<file path="src/hw/adc_pkg.sv">
// shared types for the ADC scan controller, imported by the RTL modules and the testbench
package adc_pkg;

    // the command format carries three channel bits
    localparam int num_channels = 8;

    typedef logic [9:0] adc_sample_t;                 // one conversion, msb first on the wire
    typedef logic [2:0] adc_channel_t;                // d2 d1 d0 of the command
    typedef logic [num_channels-1:0] channel_mask_t;  // bit n enables channel n

    // one finished conversion as delivered on the result port
    typedef struct packed {
        adc_channel_t channel;
        adc_sample_t  sample;
    } adc_result_t;

    // phases of one conversion frame
    typedef enum logic [2:0] {
        idle,       // cs_n high, waiting for a request
        select,     // cs_n low, start bit on din before rise 1
        command,    // single-ended and channel bits, rises 2 to 5
        null_bit,   // rise 6, device sends its null bit
        data,       // rises 7 to 16, b9 down to b0
        deselect    // cs_n back high, hold off one sclk period
    } frame_state_t;

endpackage

</file>
<file path="src/hw/adc_frame_ctrl.sv">
// conversion frame FSM: takes one channel request, runs the serial ADC frame and returns the sample
`timescale 1ns/1ns

module adc_frame_ctrl import adc_pkg::*; (
    input  logic         clock,
    input  logic         reset,
    input  adc_channel_t request_channel,
    input  logic         request_valid,
    output logic         request_ready,
    output logic         run,
    input  logic         rise,
    input  logic         fall,
    output logic         cs_n,
    output logic         din,
    input  logic         dout,
    output logic         done,
    output adc_sample_t  sample
);

    // rise edge counts, numbered from zero
    localparam logic [4:0] last_command_rise = 5'd4;  // rise 5 carries d0
    localparam logic [4:0] last_data_rise    = 5'd15; // rise 16 carries b0

    // steps inside the deselect phase
    localparam logic [4:0] wait_fall     = 5'd16;
    localparam logic [4:0] raise_cs      = 5'd17;
    localparam logic [4:0] first_half    = 5'd18;
    localparam logic [4:0] restart_run   = 5'd19;
    localparam logic [4:0] second_half   = 5'd20;

    frame_state_t state;
    logic [4:0]   bit_count;  // rises seen in this frame, then deselect step
    logic [3:0]   cmd_shift;  // sgl, d2, d1, d0 still to send

    assign request_ready = (state == idle);

    always_ff @(posedge clock)
    begin
        done <= 1'b0;
        if (reset)
        begin
            state     <= idle;
            cs_n      <= 1'b1;
            din       <= 1'b0;
            run       <= 1'b0;
            bit_count <= '0;
        end
        else
        begin
            case (state)
                idle:
                begin
                    if (request_valid)
                    begin
                        state     <= select;
                        cs_n      <= 1'b0;
                        din       <= 1'b1;  // start bit
                        run       <= 1'b1;
                        bit_count <= '0;
                    end
                end
                select:
                begin
                    if (rise)
                    begin
                        bit_count <= bit_count + 5'd1;
                        state     <= command;
                    end
                end
                command:
                begin
                    if (fall)
                        din <= cmd_shift[3];
                    if (rise)
                    begin
                        bit_count <= bit_count + 5'd1;
                        if (bit_count == last_command_rise)
                            state <= null_bit;
                    end
                end
                null_bit:
                begin
                    if (fall)
                        din <= 1'b0;  // din is don't care from here on
                    if (rise)
                    begin
                        bit_count <= bit_count + 5'd1;
                        state     <= data;
                    end
                end
                data:
                begin
                    if (rise)
                    begin
                        bit_count <= bit_count + 5'd1;
                        if (bit_count == last_data_rise)
                            state <= deselect;
                    end
                end
                deselect:
                begin
                    // cs_n rises on the same edge that takes sclk low, then two
                    // half periods are timed with run dropped before each rise
                    case (bit_count)
                        wait_fall:
                        begin
                            if (fall)
                                bit_count <= raise_cs;
                        end
                        raise_cs:
                        begin
                            cs_n      <= 1'b1;
                            bit_count <= first_half;
                        end
                        first_half, second_half:
                        begin
                            if (rise)
                            begin
                                run       <= 1'b0;  // sclk stays low
                                bit_count <= bit_count + 5'd1;
                            end
                        end
                        restart_run:
                        begin
                            run       <= 1'b1;
                            bit_count <= second_half;
                        end
                        default:
                        begin
                            done  <= 1'b1;
                            state <= idle;
                        end
                    endcase
                end
                default:
                begin
                    state <= idle;
                end
            endcase
        end
    end

    // command bits go out msb first after the start bit
    always_ff @(posedge clock)
    begin
        if (request_ready && request_valid)
            cmd_shift <= {1'b1, request_channel};  // single-ended always
        else if (state == command && fall)
            cmd_shift <= {cmd_shift[2:0], 1'b0};
    end

    // b9 arrives first
    always_ff @(posedge clock)
    begin
        if (state == data && rise)
            sample <= {sample[8:0], dout};
    end

endmodule

</file>
<file path="src/hw/adc_scan_top.sv">
// top level of the ADC scan controller: ADC pins on one side, valid/ready result port on the other
`timescale 1ns/1ns

module adc_scan_top import adc_pkg::*; #(
    parameter int clock_div = 3  // sclk period is 2*(clock_div+1) clocks
) (
    input  logic          clock,
    input  logic          reset,
    input  channel_mask_t channel_mask,
    output logic          sclk,
    output logic          cs_n,
    output logic          din,
    input  logic          dout,
    output adc_result_t   result,
    output logic          result_valid,
    input  logic          result_ready
);

    logic         run;
    logic         rise;
    logic         fall;
    adc_channel_t request_channel;
    logic         request_valid;
    logic         request_ready;
    logic         done;
    adc_sample_t  sample;

    serial_clock_gen #(
        .clock_div (clock_div)
    ) serial_clock_gen_i (
        .clock (clock),
        .reset (reset),
        .run   (run),
        .sclk  (sclk),
        .rise  (rise),
        .fall  (fall)
    );

    adc_frame_ctrl adc_frame_ctrl_i (
        .clock           (clock),
        .reset           (reset),
        .request_channel (request_channel),
        .request_valid   (request_valid),
        .request_ready   (request_ready),
        .run             (run),
        .rise            (rise),
        .fall            (fall),
        .cs_n            (cs_n),
        .din             (din),
        .dout            (dout),
        .done            (done),
        .sample          (sample)
    );

    channel_scanner channel_scanner_i (
        .clock           (clock),
        .reset           (reset),
        .channel_mask    (channel_mask),
        .request_channel (request_channel),
        .request_valid   (request_valid),
        .request_ready   (request_ready),
        .done            (done),
        .sample          (sample),
        .result          (result),
        .result_valid    (result_valid),
        .result_ready    (result_ready)
    );

endmodule

</file>
<file path="src/hw/channel_scanner.sv">
// channel scanner: walks the enabled channels in ascending order and holds each result for the output port
`timescale 1ns/1ns

module channel_scanner import adc_pkg::*; (
    input  logic          clock,
    input  logic          reset,
    input  channel_mask_t channel_mask,
    output adc_channel_t  request_channel,
    output logic          request_valid,
    input  logic          request_ready,
    input  logic          done,
    input  adc_sample_t   sample,
    output adc_result_t   result,
    output logic          result_valid,
    input  logic          result_ready
);

    logic         pending;      // request taken, frame still running
    adc_channel_t next_choice;

    // first enabled channel above the current one, wrapping around;
    // a lone enabled channel finds itself on the last step
    function automatic adc_channel_t next_channel(channel_mask_t mask, adc_channel_t from);
        adc_channel_t candidate;
        adc_channel_t found;
        logic         hit;
        found = from;
        hit   = 1'b0;
        for (int step = 1; step <= num_channels; step++)
        begin
            candidate = from + adc_channel_t'(step);
            if (!hit && mask[candidate])
            begin
                found = candidate;
                hit   = 1'b1;
            end
        end
        return found;
    endfunction

    assign next_choice = next_channel(channel_mask, request_channel);

    always_ff @(posedge clock)
    begin
        if (reset)
        begin
            request_valid   <= 1'b0;
            pending         <= 1'b0;
            result_valid    <= 1'b0;
            request_channel <= adc_channel_t'(num_channels - 1);  // so the scan opens at channel 0
        end
        else
        begin
            if (request_valid && request_ready)
            begin
                request_valid <= 1'b0;
                pending       <= 1'b1;
            end
            else if (!request_valid && !pending && !result_valid && channel_mask != '0)
            begin
                request_channel <= next_choice;  // mask read only here
                request_valid   <= 1'b1;
            end

            if (done)
            begin
                pending      <= 1'b0;
                result_valid <= 1'b1;
            end
            else if (result_valid && result_ready)
            begin
                result_valid <= 1'b0;  // slot free, next request follows
            end
        end
    end

    // the channel register still names the frame that just finished
    always_ff @(posedge clock)
    begin
        if (done)
            result <= '{channel: request_channel, sample: sample};
    end

endmodule

</file>
<file path="src/hw/serial_clock_gen.sv">
// serial clock divider for the ADC frame controller; gives sclk plus early rise and fall strobes
`timescale 1ns/1ns

module serial_clock_gen #(
    parameter int clock_div = 3  // system clocks per sclk half period, minus one
) (
    input  logic clock,
    input  logic reset,
    input  logic run,
    output logic sclk,
    output logic rise,
    output logic fall
);

    localparam int count_width = $clog2(clock_div + 1);

    localparam logic [count_width-1:0] last_count = count_width'(clock_div);
    localparam logic [count_width-1:0] strobe_count = count_width'(clock_div - 1);

    logic [count_width-1:0] count;  // position inside the current half period
    logic                   edge_soon;

    // counter and sclk restart from a low phase every time run comes up
    always_ff @(posedge clock)
    begin
        if (reset || !run)
        begin
            count <= '0;
            sclk  <= 1'b0;
        end
        else if (count == last_count)
        begin
            count <= '0;
            sclk  <= ~sclk;  // half period done
        end
        else
        begin
            count <= count + 1'b1;
        end
    end

    // The strobes come one cycle ahead of the sclk edge. A user that drops run on a
    // rise strobe keeps sclk low, which the frame controller uses to time cs_n high.
    assign edge_soon = run && (count == strobe_count);
    assign rise      = edge_soon && !sclk;  // sclk goes high one cycle later
    assign fall      = edge_soon && sclk;   // sclk goes low one cycle later

endmodule

</file>
<file path="config.mk">
export PLATFORM = sky130hd
export DESIGN_NAME = adc_scan_top
export DESIGN_NICKNAME = d
export VERILOG_FILES = /design/src/hw/adc_pkg.sv /design/src/hw/adc_frame_ctrl.sv /design/src/hw/adc_scan_top.sv /design/src/hw/channel_scanner.sv /design/src/hw/serial_clock_gen.sv
export SDC_FILE = /design/constraint.sdc
export NUM_CORES = 1
export LEC_CHECK = 0
export BUFFER_PORTS_ARGS = -buffer_cell sky130_fd_sc_hd__buf_4
export CORE_AREA = 8 8 96 115
export DETAILED_ROUTE_END_ITERATION = 10
export DIE_AREA = 0 0 104 123
export PLACE_DENSITY = 0.59
export SLEW_MARGIN = 10
export SYNTH_ARGS = -nofsm -noshare
export SYNTH_HDL_FRONTEND = slang
export SYNTH_SLANG_ARGS = --single-unit
export TNS_END_PERCENT = 30
</file>
<file path="constraint.sdc">
create_clock -name clock -period 3.8 [get_ports clock]
set_input_delay 0.57 -clock clock [delete_from_list [all_inputs] [get_ports clock]]
set_output_delay 0.57 -clock clock [all_outputs]
set_load 0.03 [all_outputs]
</file>
==> metrics.cfg <==
[status]
outcome=finished, final reports clean

[die]
initial_core_util_pct=31.7
die_width_um=104
core_area_mm2=0.00927
die_area_mm2=0.0128
dieHeight_um=123
rows=39
ios=29

[power]
cellPowerDensity_mw_per_mm2=659
comb_power_share_pct=49.8
vdd_drop_max_mv=0.220
design_power_total_w=0.00223
seqPwrFrac_pct=29.7
static-leakage-power_nw=1.24
pwr-share-clk_pct=20.5
switchingPower_w=0.000862
intPower_w=0.00137
switching_share_pct=38.6

[setup_path]
required_ps=3980
path_delay_family=multiplexers
cp-end-kind=flip-flop
max_stage_delay_ps=720
crit_chain=inv_2 > ha_1 > mux4_2 > mux2i_2 > nand4_2 > o31ai_2 > a21oi_2 > mux2i_1
cp_data_arrival_time_ps=3440
r2r_slack_ps=540
critPathKind=flip-flop to flip-flop
cp-start-kind=flip-flop
critPathMaxFanout=13
path_buf_inv=1
critPathSlowestCell=dfxtp_1

[run]
maxCapViolations=0

[timing]
fin_skew_ps=7.91
fin_hold_ws_ps=423
fmax_mhz=307
tns_ps=0
finalHoldViolCount=0
tightestPinTransition_ps=815
final.period_utilization_pct=85.7
slew_violations=0
slew_headroom_pct=45.6
finalCriticalPeriod_ps=3260
rsz0062_at_grt=false
setup_violations=0

[detailed_routing]
ant_nets=0
via_per_inst=5.30
route.detailed.drc=0
finalWirelength_mm=6.58
drt_iter0_markers=87
wire_per_inst_um=15.9
via_count=2190
drt-pass1-iter-count=6

[global_routing]
grt_pass1_vias=2133
grt_overflow=0
antenna_found_initial=0
grt_usage_pct=10.3
grt_max_degree=23
grt_pass1_wl_mm=10.8

[synthesis]
syn_nets=285
synth_ff_type=edfxtp_1
ys_types=57
yosysWarnings=0
synthesis.area_mm2=0.00294
synth_top_family_by_area=multiplexers
netlist_instances=264
synth-edff-count=26
avgSynthCellArea_um2=11.1
ys_seq_area_share_pct=41.6
yosys.area_share.simple_pct=15.2
synth_xor_area_share_pct=3.71
synth-adder-area-share_pct=3.83
async_reset_ff_share_pct=0
ys_seq_elements=48
synth-compound-area-share_pct=14.0
synthMuxAreaShare_pct=17.4

[clock_network]
tritoncts=done
cts_resized=0
clkTransAtPathRegs_ps=70
cts_buffer_depth=2
numCtsBuffers=5
clk-insertion-delay-late_ps=290
cts_htree_levels=2
hold_buffers=0
clockRootBuffer=clkbuf_16
cts.sinks=48
postCtsSetupRepairBufs=0

[layout]
drive_gt1_share_pct=23.8
area.growth.synth_to_final_pct=15.3
fin_nets=310
diodes=0
final_cell_area_mm2=0.00338
stdcell_count=413
layout_common_cells=buf_4, edfxtp_1, dfxtp_1
final_common_cell=buf_4

[hold_path]
hp-class=flip-flop to flip-flop

[place]
dpl.hpwl_mm=4.84
dp.cells=405
port_buffers=28
postPlaceCellArea_mm2=0.00323
gp_congestion=0.893

## final timing paths
check,start,cells past startpoint,end
max,channel_scanner_i.request_channel[0],8,channel_scanner_i.request_channel[0]
max reg2reg,channel_scanner_i.request_channel[0],8,channel_scanner_i.request_channel[0]
min,adc_frame_ctrl_i.sample[9],0,channel_scanner_i.result[9]
min reg2reg,adc_frame_ctrl_i.sample[9],0,channel_scanner_i.result[9]
## power groups by stage
stage                     logic, W  registers (W)  clock network [W]
after global placement     0.00109       0.000675                  0
after global routing       0.00120       0.000673           0.000490
final                      0.00111       0.000664           0.000457
after CTS                  0.00110       0.000665           0.000474
after detailed placement   0.00110       0.000676                  0
after floorplan           0.000965       0.000640                  0
## worst reg2reg max path, stage by stage, from the launching register on
cell and delay [ps]:
dfxtp_1 720, inv_2 220, ha_1 650, mux4_2 430
mux2i_2 360, nand4_2 200, o31ai_2 380, a21oi_2 60
mux2i_1 120
## metrics by stage
stage / util (%) / setup slack (ps)
4_1_cts: 36.5 / 550
6_report: 36.5 / 542
5_1_grt: 36.5 / 314
2_1_floorplan: - / 1130
3_3_place_gp: 34.9 / 638
3_5_place_dp: 34.9 / 576
## layout make-up
type | count | area, µm²
fill | 938 | 5890
multi-input combinational | 193 | 1590
sequential | 48 | 1220
timing repair buffer | 30 | 225
tap | 123 | 154
clock buffer | 6 | 139
inverter | 11 | 41.3
clock inverter | 2 | 13.8
## registers in the layout (all words and copies together), names as in the netlist
signal	flops
adc_frame_ctrl_i.state	3
adc_frame_ctrl_i.run	1
channel_scanner_i.request_channel	3
channel_scanner_i.pending	1
channel_scanner_i.request_valid	1
adc_frame_ctrl_i.cmd_shift	4
channel_scanner_i.result_valid	1
serial_clock_gen_i.sclk	1
adc_frame_ctrl_i.bit_count	5
adc_frame_ctrl_i.cs_n	1
channel_scanner_i.result	13
adc_frame_ctrl_i.sample	10
adc_frame_ctrl_i.done	1
serial_clock_gen_i.count	2
adc_frame_ctrl_i.din	1
## synth_stat cells, types with 3 or more instances
cell type  number  area [µm²]
mux2_2          4        45.0
mux2i_2         3        41.3
mux4_2          9         203
o21ai_0         8        40.0
nor2_1         21        78.8
nor3b_1         4        30.0
nand3_1         5        25.0
mux2i_1        11         110
and2_1          3        18.8
inv_1          10        37.5
a211oi_1        7        52.6
edfxtp_1       26         781
a21o_1          3        22.5
nand2b_1        3        18.8
xnor2_1         3        26.3
nand3b_1        4        30.0
nand2_1        19        71.3
and3_1          4        25.0
a21oi_1        16        80.1
clkbuf_1        8        30.0
a41oi_1         3        26.3
buf_6           3        33.8
ha_1            9         113
dfxtp_1        22         440
nor3_1          9        45.0
a31oi_1         4        25.0
## layer usage
layer,track usage [%],up-vias,share of wire (%),wire length [µm]
met5,0,-,0,0
met4,4.08,0,1.4,94
met3,2.14,8,4.0,262
met2,18.5,57,51,3350
met1,11.9,1068,44,2870
li1,-,1057,-,-
## cells by family after synthesis
kind of cell	count (synthesis)
adder cells (fa/ha/maj)	9
XOR/XNOR	6
flip-flops	48
multiplexers	32
buffers and inverters	23
AO/OA/AOI/OAI	60
AND/OR/NAND/NOR	86
Power figures use the tool's default switching activity.
